### config.mk
export PLATFORM = sky130hd
export DESIGN_NAME = bin_sequencer
export DESIGN_NICKNAME = d
export VERILOG_FILES = /design/src/hw/bin_store_pkg.sv /design/src/hw/dvs_event_pkg.sv /design/src/hw/bin_sequencer.sv
export VERILOG_INCLUDE_DIRS = /design/src /design/src/include
export SDC_FILE = /design/constraint.sdc
export NUM_CORES = 1
export LEC_CHECK = 0
export BUFFER_PORTS_ARGS = -buffer_cell sky130_fd_sc_hd__buf_2
export CORE_MARGIN = 4
export CORE_UTILIZATION = 47
export DETAILED_ROUTE_END_ITERATION = 16
export PLACE_DENSITY = 0.74
export SLEW_MARGIN = 10
export SYNTH_ARGS = -nofsm -noshare
export SYNTH_HDL_FRONTEND = slang
export SYNTH_SLANG_ARGS = --single-unit
### constraint.sdc
create_clock -name clk -period 3.65 [get_ports clk]
set_input_delay 0 -clock clk [delete_from_list [all_inputs] [get_ports clk]]
set_output_delay 0 -clock clk [all_outputs]
set_load 0.05 [all_outputs]
### src/include/binning_defines.svh
`ifndef BINNING_DEFINES_SVH
`define BINNING_DEFINES_SVH

// ============================
// Spatial grid
// ============================

// Cells per grid side, spanned by a 4-bit coordinate field
`define GRID_SIZE 16

// ============================
// Time bins
// ============================

// Histograms held in the ring
`define NUM_BINS 8

// Completed bins streamed per readout, kept below NUM_BINS
`define READOUT_BINS 5

// Width of one cell counter
`define COUNT_BITS 8

// Clock cycles per bin
// Must cover one bin clear plus a full readout stream
`define BIN_CYCLES 2000

`endif
### src/hw/bin_store_pkg.sv
`default_nettype none

`include "binning_defines.svh"

// ============================
// Bin storage and sequencing
// ============================

package bin_store_pkg;

    // Position in the ring of bins
    typedef logic [$clog2(`NUM_BINS)-1:0] bin_idx_t;

    // Saturating event counter of one cell
    typedef logic [`COUNT_BITS-1:0] count_t;

    // Cycle counter inside one bin period
    typedef logic [11:0] bin_timer_t;

    // Sequencer clears the head bank, then routes events into it
    typedef enum logic {
        seq_clear,
        seq_run
    } seq_state_t;

    // Readout waits for a rollover, then streams the window
    typedef enum logic {
        rd_idle,
        rd_stream
    } rd_state_t;

endpackage

`default_nettype wire

### src/hw/dvs_event_pkg.sv
`default_nettype none

`include "binning_defines.svh"

// ============================
// Incoming event description
// ============================

package dvs_event_pkg;

    // Signed coordinate relative to the grid centre
    // Range is -8 to +7 on each axis
    typedef logic signed [4:0] coord_t;

    // Cell index inside one bin
    // Upper half is the mapped y, lower half the mapped x
    typedef logic [2*$clog2(`GRID_SIZE)-1:0] cell_addr_t;

endpackage

`default_nettype wire

### src/hw/bin_sequencer.sv
`timescale 1ns/1ns
`default_nettype none

`include "binning_defines.svh"

module bin_sequencer
    import dvs_event_pkg::*;
    import bin_store_pkg::*;
(
    input  logic                 clk,
    input  logic                 rst,

    input  logic                 event_valid,
    input  coord_t               event_x,
    input  coord_t               event_y,

    // Increment request, one bit per bank
    output logic [`NUM_BINS-1:0] inc_en,
    output cell_addr_t           inc_addr,

    // Clear write, one bit per bank
    output logic [`NUM_BINS-1:0] clr_en,
    output cell_addr_t           clr_addr,

    // Ring head and bin boundary pulse
    output bin_idx_t             head_bin,
    output logic                 rollover
);

    localparam int CELLS     = `GRID_SIZE * `GRID_SIZE;
    localparam int AXIS_BITS = $clog2(`GRID_SIZE);

    seq_state_t           state;
    // Set from reset until the first full clear is done
    logic                 init_clear;
    cell_addr_t           clr_cnt;
    bin_timer_t           bin_timer;
    logic                 timer_wrap;
    logic [`NUM_BINS-1:0] head_onehot;

    // Unsigned axis positions after centre shift
    logic [4:0]           map_x;
    logic [4:0]           map_y;
    cell_addr_t           event_cell;

    // ============================
    // Coordinate mapping
    // ============================

    // Shift -8..+7 up to 0..15
    assign map_x = event_x + 5'd8;
    assign map_y = event_y + 5'd8;

    // y above x gives y*16 + x
    assign event_cell = {map_y[AXIS_BITS-1:0], map_x[AXIS_BITS-1:0]};

    assign head_onehot = `NUM_BINS'(1) << head_bin;
    assign timer_wrap  = (bin_timer == bin_timer_t'(`BIN_CYCLES - 1));

    // Whole ring after reset, only the new head afterwards
    assign clr_en   = (state == seq_clear) ? (init_clear ? '1 : head_onehot) : '0;
    assign clr_addr = clr_cnt;

    // ============================
    // Timer, head and clear FSM
    // ============================
    always_ff @(posedge clk) begin
        if (rst) begin
            state      <= seq_clear;
            init_clear <= 1'b1;
            clr_cnt    <= '0;
            bin_timer  <= '0;
            head_bin   <= '0;
            rollover   <= 1'b0;
            inc_en     <= '0;
        end else begin
            rollover <= 1'b0;

            // Events only land in the head bank while it is not being cleared
            inc_en <= (event_valid && state == seq_run) ? head_onehot : '0;

            // Walk the clear address through every cell
            if (state == seq_clear) begin
                clr_cnt <= clr_cnt + 1'b1;
                if (clr_cnt == cell_addr_t'(CELLS - 1)) begin
                    state      <= seq_run;
                    init_clear <= 1'b0;
                end
            end

            // Timer stays at zero through the power-up clear
            if (!init_clear) begin
                if (timer_wrap) begin
                    bin_timer <= '0;
                    rollover  <= 1'b1;
                    state     <= seq_clear;
                    clr_cnt   <= '0;
                    if (head_bin == bin_idx_t'(`NUM_BINS - 1))
                        head_bin <= '0;
                    else
                        head_bin <= head_bin + 1'b1;
                end else begin
                    // keeps running through a bin clear
                    bin_timer <= bin_timer + 1'b1;
                end
            end
        end
    end

    // Cell index follows the event by one cycle
    always_ff @(posedge clk) begin
        inc_addr <= event_cell;
    end

endmodule

`default_nettype wire

* Yosys cells after proc, flatten, opt, wreduce, memory -nomap -nowiden
Index checks and enable logic that the tools add are counted.
** Word-level totals
- Flip-flop bits (word level) :: 42
- Word-level logic and storage cells :: 37
- Input bits :: 13
- Output and inout bits :: 36
** Operators by class
- Mux-type cells :: 12
- Shift operators :: 1
- Eq/ne operators :: 3
- Add/subtract/negate cells :: 5
- Bitwise gates (word level) :: 3
- Reduce and logical (&&, ||, !) cells :: 5
** Operators with widths (number)
- $mux 8 :: 5
- $add 12x1->12 const B :: 1
- $eq 12x11->1 const B :: 1
- $mux 12 :: 1
- $add 4x4->4 const B :: 2
- $add 8x1->8 const B :: 1
- $eq 8x8->1 const B :: 1
- $shl 1x3->8 const A :: 1
- $mux 1 :: 5
- $reduce_and 2->1 :: 2
- $reduce_or 2->1 :: 2
- $add 3x1->3 const B :: 1
- $eq 3x3->1 const B :: 1
- $mux 3 :: 1
- $not 1->1 :: 3
- $logic_and 1x1->1 :: 1

* Longest topological paths before layout
- Depth in word-level cells :: 5
- Depth in mapped cells :: 7
- Mapped depth without buffers :: 5

* Worst setup path before layout
Ideal clock, no wire load.
- Kind :: register to output
- From :: register head_bin[0]
- To :: output clr_en[7]
- Required time :: 3.650 ns
- Cell stages (with the launch flop) :: 5
- Setup slack :: 1.846 ns
- Path buffers :: 0
- Arrival :: 1.804 ns
- Cell sequence :: dfxtp_1 -> ha_1 -> ha_1 -> nor2_1 -> nor2_1
** On the way
- Cells in the longest elaborated chain, start to end :: 3
** RTL lines
- start, declared :: line bin_sequencer.sv:26 : output bin_idx_t head_bin,
- start signal, assigned :: line bin_sequencer.sv:101 : head_bin <= head_bin + 1'b1;
- $shl 1x3->8 (no line)
- named net head_onehot[7] :: line bin_sequencer.sv:39 : logic [`NUM_BINS-1:0] head_onehot;
- $mux 8 (2 in a row) :: line bin_sequencer.sv:61 : assign clr_en = (state == seq_clear) ? (init_clear ? '1 : head_onehot) : '0;
- end, declared :: line bin_sequencer.sv:22 : output logic [`NUM_BINS-1:0] clr_en,
The timed path passes the listed nets, and every way through them passes these cells.

==> results_dict.tcl <==
set metrics [dict create \
    grt_pass1_wl_mm 4.80 \
    synth_mux_area_share_pct 2.47 \
    whs_ns 0.0693 \
    wirelength_mm 2.98 \
    r2r-start "init_clear" \
    async_flop_share_pct 0 \
    die_x_um 67.6 \
    slew_violations 0 \
    synth_fa_ha_area_share_pct 6.00 \
    ys_warn_count 0 \
    postRouteAntennaNets 0 \
    synth-xor-area-share_pct 9.45 \
    antenna_cells 0 \
    startpoint_type "register" \
    skew_ns 0.00837 \
    synth_compound_area_share_pct 2.92 \
    p_leak_nw 0.957 \
    die-area_um2 4570 \
    cts.repair.resized 0 \
    dp_hpwl_mm 2.08 \
    die_h_um 67.6 \
    vias 1285 \
    synth_cell_type_count 29 \
    coreArea_um2 3390 \
    hold_path_depth 3 \
    start_util_pct 49.2 \
    p_per_area_nw_per_um2 367 \
    maxSlewHeadroom_pct 48.3 \
    netlist_area_um2 1670 \
    r2r_slack_ns 1.71 \
    worst_pin_slew_ns 0.776 \
    postLayoutCellArea_um2 2070 \
    antenna_found_initial 0 \
    layout_worst_path_cycle_share_pct 53.2 \
    ys_seq_area_share_pct 50.4 \
    synth_top_family_by_area "simple AND/OR/NAND/NOR gates" \
    clk_latency_ns 0.35 \
    fin_ws_ns 1.71 \
    cts_root_buf "clkbuf_4" \
    fmax_mhz 515 \
    ir_drop_mv 0.273 \
    placed_cell_area_um2 1920 \
    rows 21 \
    status "complete, no violations" \
    wl_per_cell_um 10.9 \
    drt-initial-drc-count 52 \
    reg2reg_depth 4 \
    avgSynthCellArea_um2 9.65 \
    final_hold_viol_count 0 \
    hold_path_end "inc_en[7]" \
    tns_ns 0 \
    grt_max_degree 22 \
    fillers 300 \
    ys_seq_elements 42 \
    synth_simple_gate_area_share_pct 25.3 \
    final_nets 248 \
    post_cts_buffers 0 \
    hp-class "input port to register" \
    gr-total-overflow 0 \
    synth_nets 194 \
    finalPower_mw 0.758 \
    clockBufferDepth 2 \
    setup_viol 0 \
    cts_hold_buffers 9 \
    synth_ff_type "dfxtp_1" \
    period_minus_slack_ns 1.94 \
    cap_violations 0 \
    ios 49 \
    place.gp.congestion 0.828 \
    reg2reg_to "bin_timer[4]" \
    crit_fanout 21 \
    htreeDepth 2 \
    critPathKind "register to register" \
    endpoint_kind "register" \
    multi_input_area_um2 769 \
    drc 0 \
    track_usage_pct 14.2 \
    routed_via_density 4.69 \
    worstPathArrival_ns 2.15 \
    post-place-ws_ns 1.67 \
    drive_above_1_share_pct 24.1 \
    final-seq-area_um2 841 \
    cts_sinks 42 \
    worstHoldStart "event_valid" \
    grt_pass1_vias 1121 \
    synthCells 173 \
    cp.required_ns 3.86 \
    cts_buffers 5 \
    port_buffers 46 \
    dr.pass1.iters 4 \
    area_delta_synth_final_pct 23.8 \
    cts.clk_slew.worst_paths_ns 0.11 \
    rsz0062_at_grt "no" \
    synth_edf_count 0 \
    tritoncts "done" \
]
critical path, cell delays in order (launching register included):
cell and delay [ns]:
dfxtp_1 0.47, and4b_1 0.50, nand3_4 0.14, nand2b_1 0.58, nor2_1 0.12
flip-flops by register name (all words and copies together) (netlist names):
| signal | flops |
|---|---|
| inc_addr | 8 |
| inc_en | 8 |
| bin_timer | 12 |
| state | 1 |
| init_clear | 1 |
| head_bin | 3 |
| clr_addr | 8 |
| rollover | 1 |
cell type report:
type	instances	share of cell area, %
clock inverters	1	0.242
multi-input cells	118	37.2
repair buffers	55	15.5
well taps	46	2.78
inverters	5	0.908
clock buffers	7	2.66
flip-flops and latches	42	40.7
cell usage in the layout (no fill, tap or decap), drive strengths merged:
cell	Yosys	routed
a21o	1	1
a21oi	7	7
a31oi	1	1
and2	5	5
and3	9	9
and3b	1	1
and4	1	1
and4b	2	2
buf	3	46
clkbuf	5	7
clkinv	0	1
dfxtp	42	42
dlygate4sd3	0	9
ha	8	8
inv	5	5
mux2	1	1
mux2i	3	3
nand2	8	8
nand2b	1	1
nand3	4	4
nand4	4	4
nand4b	1	1
nor2	36	36
nor2b	3	3
nor3	2	2
nor4b	1	1
or3	1	1
xnor2	6	6
xor2	12	12
where the power goes:
group	switching, mW	total (mW)	internal [mW]
Combinational	0.0393	0.0581	0.0189
Clock	0.137	0.230	0.0934
Sequential	0.00403	0.470	0.466
kinds of logic (layout without fill, tap and decap cells):
logic type      count (synthesis)  in the layout
xor+xnor                       18             18
fa+ha+maj                       8              8
simple gates                   79             79
mux                             4              4
compound gates                  9              9
buf+inv                        13             68
flops                          42             42
routing by layer:
layer	vias to the layer above	routed length, um	track usage [%]
met4	0	39	5.32
met1	583	1360	18.0
met2	25	1390	20.9
met3	5	184	6.49
met5	-	0	0
li1	672	-	-
worst max-delay path by stage:
stage,from,endpoint,slack (ns),cells past startpoint
finish,init_clear,bin_timer[4],1.71,4
global placement,init_clear,state,1.70,4
detailed placement,init_clear,bin_timer[4],1.67,4
global route,init_clear,clr_addr[3],1.52,4
CTS,init_clear,bin_timer[4],1.66,4
floorplan,head_bin[0],clr_en[7],1.85,4
metrics by stage:
stage / util, % / cells
6_report: 61.0 / 274
5_1_grt: 61.0 / 274
4_1_cts: 61.0 / 274
3_5_place_dp: 56.6 / 257
3_3_place_gp: 56.6 / 257
2_1_floorplan: - / 173
synthesized netlist by cell type, types with 2 or more instances:
cell       n  area [um2]
nand4_1    4        25.0
xnor2_1    6        52.6
a21oi_1    7        35.0
inv_1      5        18.8
nand2_1    8        30.0
nand3_1    3        15.0
nor2b_1    3        18.8
dfxtp_1   42         841
mux2i_1    3        30.0
buf_2      2        10.0
nor3_1     2        10.0
ha_1       8         100
nor2_1    36         135
and4b_1    2        20.0
xor2_1    12         105
and2_1     5        31.3
clkbuf_1   5        18.8
and3_1     9        56.3
Power figures use the tool's default switching activity.
