==> config.mk <==
export PLATFORM = sky130hd
export DESIGN_NAME = window_readout
export DESIGN_NICKNAME = d
export VERILOG_FILES = /design/src/hw/bin_store_pkg.sv /design/src/hw/dvs_event_pkg.sv /design/src/hw/window_readout.sv
export VERILOG_INCLUDE_DIRS = /design/src /design/src/include
export SDC_FILE = /design/constraint.sdc
export NUM_CORES = 1
export LEC_CHECK = 0
export BUFFER_PORTS_ARGS = -buffer_cell sky130_fd_sc_hd__buf_2
export CORE_MARGIN = 2
export CORE_UTILIZATION = 39
export DETAILED_ROUTE_END_ITERATION = 8
export PLACE_DENSITY = 0.76
export SETUP_SLACK_MARGIN = 0.3
export SYNTH_ARGS = -nofsm -noshare
export SYNTH_HDL_FRONTEND = slang
export SYNTH_SLANG_ARGS = --single-unit
export TNS_END_PERCENT = 10
==> constraint.sdc <==
create_clock -name clk -period 1.6 [get_ports clk]
set_input_delay 0.48 -clock clk [delete_from_list [all_inputs] [get_ports clk]]
set_output_delay 0.48 -clock clk [all_outputs]
set_load 0.01 [all_outputs]
==> src/include/binning_defines.svh <==
`ifndef BINNING_DEFINES_SVH
`define BINNING_DEFINES_SVH

// ============================
// Spatial grid
// ============================

// Cells per grid side, spanned by a 4-bit coordinate field
`define GRID_SIZE 16

// ============================
// Time bins
// ============================

// Histograms held in the ring
`define NUM_BINS 8

// Completed bins streamed per readout, kept below NUM_BINS
`define READOUT_BINS 5

// Width of one cell counter
`define COUNT_BITS 8

// Clock cycles per bin
// Must cover one bin clear plus a full readout stream
`define BIN_CYCLES 2000

`endif
==> src/hw/bin_store_pkg.sv <==
`default_nettype none

`include "binning_defines.svh"

// ============================
// Bin storage and sequencing
// ============================

package bin_store_pkg;

    // Position in the ring of bins
    typedef logic [$clog2(`NUM_BINS)-1:0] bin_idx_t;

    // Saturating event counter of one cell
    typedef logic [`COUNT_BITS-1:0] count_t;

    // Cycle counter inside one bin period
    typedef logic [11:0] bin_timer_t;

    // Sequencer clears the head bank, then routes events into it
    typedef enum logic {
        seq_clear,
        seq_run
    } seq_state_t;

    // Readout waits for a rollover, then streams the window
    typedef enum logic {
        rd_idle,
        rd_stream
    } rd_state_t;

endpackage

`default_nettype wire

==> src/hw/dvs_event_pkg.sv <==
`default_nettype none

`include "binning_defines.svh"

// ============================
// Incoming event description
// ============================

package dvs_event_pkg;

    // Signed coordinate relative to the grid centre
    // Range is -8 to +7 on each axis
    typedef logic signed [4:0] coord_t;

    // Cell index inside one bin
    // Upper half is the mapped y, lower half the mapped x
    typedef logic [2*$clog2(`GRID_SIZE)-1:0] cell_addr_t;

endpackage

`default_nettype wire

==> src/hw/window_readout.sv <==
`timescale 1ns/1ns
`default_nettype none

`include "binning_defines.svh"

module window_readout
    import dvs_event_pkg::*;
    import bin_store_pkg::*;
(
    input  logic       clk,
    input  logic       rst,

    // From the sequencer
    input  logic       rollover,
    input  bin_idx_t   head_bin,

    // Read results of every bank
    input  count_t     bank_data [`NUM_BINS],

    // Broadcast read address
    output logic       rd_en,
    output cell_addr_t rd_addr,

    // Feature stream
    output logic       readout_start,
    output count_t     readout_data,
    output logic       readout_valid
);

    localparam int CELLS = `GRID_SIZE * `GRID_SIZE;

    rd_state_t                     state;
    // Position of the bin inside the window, oldest first
    bin_idx_t                      rd_offset;
    cell_addr_t                    rd_cell;

    // Ring position of the block being read
    bin_idx_t                      ring_idx;

    // Bank select aligned with the bank read data
    bin_idx_t                      sel_bin;
    logic                          valid_d1;

    assign rd_en   = (state == rd_stream);
    assign rd_addr = rd_cell;

    // ============================
    // Chronological bin index
    // ============================

    // Oldest bin is head - READOUT_BINS, newest is head - 1
    // Wrap modulo NUM_BINS falls out of the ring index width
    assign ring_idx = bin_idx_t'(head_bin + (`NUM_BINS - `READOUT_BINS) + rd_offset);

    // ============================
    // Stream FSM
    // ============================
    always_ff @(posedge clk) begin
        if (rst) begin
            state         <= rd_idle;
            rd_offset     <= '0;
            rd_cell       <= '0;
            readout_start <= 1'b0;
        end else begin
            readout_start <= 1'b0;
            if (rollover) begin
                // First address goes out together with the start pulse
                state         <= rd_stream;
                rd_offset     <= '0;
                rd_cell       <= '0;
                readout_start <= 1'b1;
            end else if (state == rd_stream) begin
                rd_cell <= rd_cell + 1'b1;
                if (rd_cell == cell_addr_t'(CELLS - 1)) begin
                    if (rd_offset == bin_idx_t'(`READOUT_BINS - 1))
                        state <= rd_idle;
                    else
                        rd_offset <= rd_offset + 1'b1;
                end
            end
        end
    end

    // ============================
    // Output alignment
    // ============================

    // Bank read takes one cycle, output register one more
    always_ff @(posedge clk) begin
        sel_bin      <= ring_idx;
        readout_data <= bank_data[sel_bin];
    end

    // Valid follows the address by the same two cycles
    always_ff @(posedge clk) begin
        if (rst) begin
            valid_d1      <= 1'b0;
            readout_valid <= 1'b0;
        end else begin
            valid_d1      <= rd_en;
            readout_valid <= valid_d1;
        end
    end

endmodule

`default_nettype wire

# [Word-level counts from Yosys, hierarchy flattened]
# Index checks and enable logic that the tools add are counted.
[op_classes] addsub=4 order_cmp=1 eq_ne=2 mux=8 bitwise_logic=2 reduce_logical=2
[op_table] op="$bmux 8 s3" count=1
[op_table] op="$mux 8" count=2
[op_table] op="$add 8x1->8 const B" count=1
[op_table] op="$eq 8x8->1 const B" count=1
[op_table] op="$mux 1" count=5
[op_table] op="$ge 4x4->1 const B" count=1
[op_table] op="$not 3->4" count=1
[op_table] op="$add 3x1->3 const B" count=1
[op_table] op="$add 3x2->3 const B" count=1
[op_table] op="$add 3x3->3" count=1
[op_table] op="$eq 3x3->1 const B" count=1
[op_table] op="$reduce_and 3->1" count=1
[op_table] op="$reduce_or 2->1" count=1
[op_table] op="$not 1->1" count=1
[totals] reg_bits=26 in_bits=70 output_inout_bits=19

# [Depth between registers and ports, before layout]
[logic_depth] depth_word=5 ltp_mapped=6 ltp_nobuf=6

# [Worst setup path after synthesis]
# No wires, ideal clock.
[synth_timing] kind="reg-to-reg" from="register rd_cell[0] (netlist: rd_addr[0])" to="register rd_offset[2]" setup_ps=71 t_arrival_ps=1410 required_ps=1529 slack_ps=120 stages_incl_launch_ff=5 path_buffers=0 cell_sequence="dfxtp_1 -> ha_1 -> nand4_1 -> or4_1 -> a21oi_1"
[synth_between] elab_chain_len=2
[synth_lines] element="start, declared" line_no="window_readout.sv:35" text="cell_addr_t rd_cell;"
[synth_lines] element="start signal, assigned" line_no="window_readout.sv:73" text="rd_cell <= rd_cell + 1'b1;"
[synth_lines] element="$eq 8x8->1" line_no="window_readout.sv:74" text="if (rd_cell == cell_addr_t'(CELLS - 1)) begin"
[synth_lines] element="$reduce_and 3->1 (no source line)"
[synth_lines] element="end signal, assigned" line_no="window_readout.sv:78" text="rd_offset <= rd_offset + 1'b1;"
[synth_lines] element="end, declared" line_no="window_readout.sv:34" text="bin_idx_t rd_offset;"
# Every way passes these cells.
# A chain may end at the register's enable or synchronous reset.

# [Final worst setup path]
[layout_timing] from="register sel_bin[0]" to="register readout_data[0]"
[layout_between] elab_chain_len=4
[layout_lines] element="start, declared" line_no="window_readout.sv:41" text="bin_idx_t sel_bin;"
[layout_lines] element="start signal, assigned" line_no="window_readout.sv:90" text="sel_bin <= ring_idx;"
[layout_lines] element="$not 3->4 (implied by the code)" line_no="window_readout.sv:91" text="readout_data <= bank_data[sel_bin];"
[layout_lines] element="$bmux 8 s3" line_no="window_readout.sv:91"
[layout_lines] element="$mux 8 (implied by the code) (2 in series)" line_no="window_readout.sv:91"
[layout_lines] element="end signal, assigned" line_no="window_readout.sv:91"
[layout_lines] element="end, declared" line_no="window_readout.sv:26" text="output count_t readout_data,"
# Every way passes these cells. The select of a mux whose other input is x is not followed.

==> impl.org <==
** Run status
- The run finished with clean final reports.

** Timing
- Setup repair after global routing could not meet its margin everywhere.
- The max-slew violation total from the final report was 0.
- Measured against its own limit, the worst slew margin works out to 76.2%.
- Hold timing on the final database bottoms out at a slack of 0.406 ns.
- For this run, the top clock speed supported by timing is 697 MHz.
- Total setup violations reported at the end of the flow :: 0
- Dividing the final minimum period by the clock period gives 89.7%.
- Tightest Pin Transition :: 0.356 ns
- Setup total negative slack on the finished layout was measured at 0 ns.
- The number of hold violations in the final report is 0.
- The smallest clock period supported by the final layout is computed as 1.44 ns.
- Clock tree skew after final layout :: 0.00439 ns

** Setup path
- Kind of critical path :: flop to flop
- Arrival time at the worst endpoint :: 1.60 ns
- Crit path capture type :: flop
- Element type at the critical path start :: flop
- For the worst setup path, the data required time is 1.76 ns.
- Top fanout value on the critical path :: 8

** Drt
- The pre-antenna-repair detailed-routing pass consisted of 4 iterations.
- The count of nets left with antenna violations once routing finished came out at 0.
- The routed layout has 1,322 vias.
- Final wirelength :: 3740 um
- Violation count after the first detailed-route iteration :: 36
- DR DRC count :: 0
- In the final routed layout, each cell accounts on average for 14.2 um.
- Vias per std cell :: 5.03

** Global routing
- The initial antenna violation count was 0.
- Global routing used 17.0% of the available tracks across all layers.
- Entering global routing, the biggest net connects 17 pins.
- First-pass GRT wire length :: 5740 um
- The via count of the first global-routing pass came to 1,294.
- Global routing finished with a remaining overflow of 0.

** Power
- Clk network pwr share :: 27.3%
- Internal power comes to 0.00117 W.
- Seq pwr share :: 47.8%
- For this design the total switching power over the nets is 0.000379 W.
- Pwr per Cell Area :: 746 mW/mm2
- Power comes to 0.00155 W.
- Combinational logic is responsible for 24.9% of the overall power.
- Maximum vdd ir drop :: 0.341 mV
- In this run switching power makes up 24.4% of total power.
- The analysis attributes to cell leakage a power of 0.947 nW.

** Floorplanning
- The floorplan step defined a die boundary enclosing 0.00434 mm2.
- I/O pins :: 89
- Std cell rows :: 22
- For this configuration, the core starts out at a cell density of 40.8%.
- Die Ht :: 65.9 um
- Std-Cell Core Area :: 0.00366 mm2
- Overall die width :: 65.9 um

** Synthesis
- Of the post-synthesis cell area, the dominant cell type holds 34.9%.
- In this run the mean area of a mapped cell was 12.4 um2.
- Summed over all instances, the cell type with the most area after synthesis is sky130_fd_sc_hd__dfxtp_1.
- Synthesis produced a netlist whose cell count is 120.
- Post-Syn Area :: 0.00149 mm2
- EDFF count, synth :: 0
- Sequential cells were found to cover 34.9% of the synthesized design area.
- The synthesized netlist contains 28 unique library cells.
- After synthesis, the cell types taking the most area are sky130_fd_sc_hd__dfxtp_1 (35%), sky130_fd_sc_hd__mux4_1 (26%), sky130_fd_sc_hd__mux2_2 (6.0%), sky130_fd_sc_hd__ha_1 (5.0%), sky130_fd_sc_hd__xnor2_1 (2.9%).
- Ys async rst share :: 0%
- In this run, synthesis produced a sequential element count of 26.
- Primary FF master, synth :: sky130_fd_sc_hd__dfxtp_1
- Synth warnings :: 0
- Syn Nets :: 196

** Clocking
- The clock reaches the later pin of the worst-skew pair after 0.27 ns.
- CTS placed an instance of sky130_fd_sc_hd__clkbuf_8 at the clock tree root.
- For this design, the sink count on the clock tree is 26.
- Clock-pin slew was measured on the worst setup and hold paths at 0.09 ns.
- H-Tree Level Count :: 1
- TritonCTS built the clock tree.
- Counting the buffers created by CTS gives 3.
- Worst-case clock buffer depth :: 2

** Finish
- The number of antenna diodes in the final layout is 0.
- Post-route core utilization :: 56.8%
- Layout Nets :: 292
- Fraction of layout cells with a size suffix above 1 :: 62.8%
- Cell area after layout :: 0.00208 mm2
- Layout-stage area growth over the synthesis result :: 39.4%

** Flow run
- Count of maximum capacitance violations :: 0

** Placed design
- After detailed placement, the total cell area comes to 0.00197 mm2.
- Input and output buffers added on the ports amount to 88.
- The congestion estimate from routability-driven global placement came to 0.720.
- Post-detailed-placement half-perimeter wirelength :: 2880 um

** Worst hold path
- The min-delay analysis places its worst path in the category input port to flop.
-- cells in the final DEF (no fill, tap or decap), drive strengths merged --
cell type  netlist  routed
buf              5      98
dfxtp           26      26
mux4            16      16
inv              8       8
mux2             8       8
nand4            6       6
a21oi            6       6
ha               6       6
xnor2            5       5
nand2            5       5
nor2             5       5
clkbuf           2       4
nor2b            3       3
o31ai            3       3
o21ai            2       2
and4             2       2
xor2             2       2
and2             2       2
or4              2       2
or3              2       2
or2              1       1
mux2i            1       1
a21o             1       1
o41ai            1       1
-- layer usage --
metal	wire (um)	vias to the layer above	track usage, %	part of all wire, %
li1	-	644	-	-
met1	1410	613	18.5	38
met2	1930	63	33.6	52
met3	381	2	3.58	10
met4	16	0	3.13	0.43
met5	0	-	0	0
-- state kept, by name, summed over array words and instances (netlist names) --
signal         flops
rd_addr            8
readout_data       8
rd_offset          3
sel_bin            3
rd_en              1
readout_start      1
readout_valid      1
valid_d1           1
-- cells by family after synthesis --
kind of cell / share of synthesized area (%)
and+or+nand+nor: 10.6
DFF: 34.9
xor gates and xnor gates: 4.11
AOI/OAI and AO/OA: 5.28
buffers and inverters: 5.53
muxes: 34.6
adders and majority gates: 5.03
-- final timing paths --
check	startpoint	to	slack [ns]	cells past startpoint
max reg2reg	sel_bin[0]	readout_data[0]	0.16	3
min	rst	readout_valid	0.41	2
min reg2reg	valid_d1	readout_valid	0.44	1
max	sel_bin[0]	readout_data[0]	0.16	3
-- critical path, stage by stage, from the launching register on --
cell and delay, ns:
sky130_fd_sc_hd__dfxtp_4 0.39, sky130_fd_sc_hd__buf_12 0.14, sky130_fd_sc_hd__mux4_2 0.51, sky130_fd_sc_hd__mux2_4 0.28
-- power groups by stage --
| stage | Sequential (W) | Combinational (W) | Clock, W |
|---|---|---|---|
| after detailed placement | 0.000758 | 0.000368 | 0 |
| after global routing | 0.000749 | 0.000418 | 0.000458 |
| after CTS | 0.000743 | 0.000388 | 0.000444 |
| final | 0.000742 | 0.000386 | 0.000423 |
| after floorplan | 0.000765 | 0.000201 | 0 |
| after global placement | 0.000755 | 0.000359 | 0 |
-- Yosys cell counts (all sizes together), types with 3 or more instances --
library cell and n:
xnor2 5, nor2 5, dfxtp 26, nor2b 3, ha 6, inv 8
buf 5, nand4 6, nand2 5, o31ai 3, mux2 8, mux4 16
a21oi 6
-- cell type report --
type / instances / area [um2]
clock buffer: 4 / 55.1
fill: 338 / 1580
inverter: 8 / 30.0
multi-input combinational: 79 / 858
sequential: 26 / 529
tap: 48 / 60.1
timing repair buffer: 98 / 548
-- through the flow --
stage / instances / worst slack (ns)
floorplan: 120 / 0.177
global placement: 254 / 0.133
detailed placement: 254 / 0.0995
CTS: 262 / 0.160
global route: 263 / 0.131
finish: 263 / 0.165
-- what timing repair did --
action,4_1_cts,5_1_grt
gates cloned,1,0
pin swaps,3,4
setup buffers,3,1
setup endpoints to repair,20,25
resized for setup,9,4
hold buffers,0,0
(Power assumes the default switching activity.)
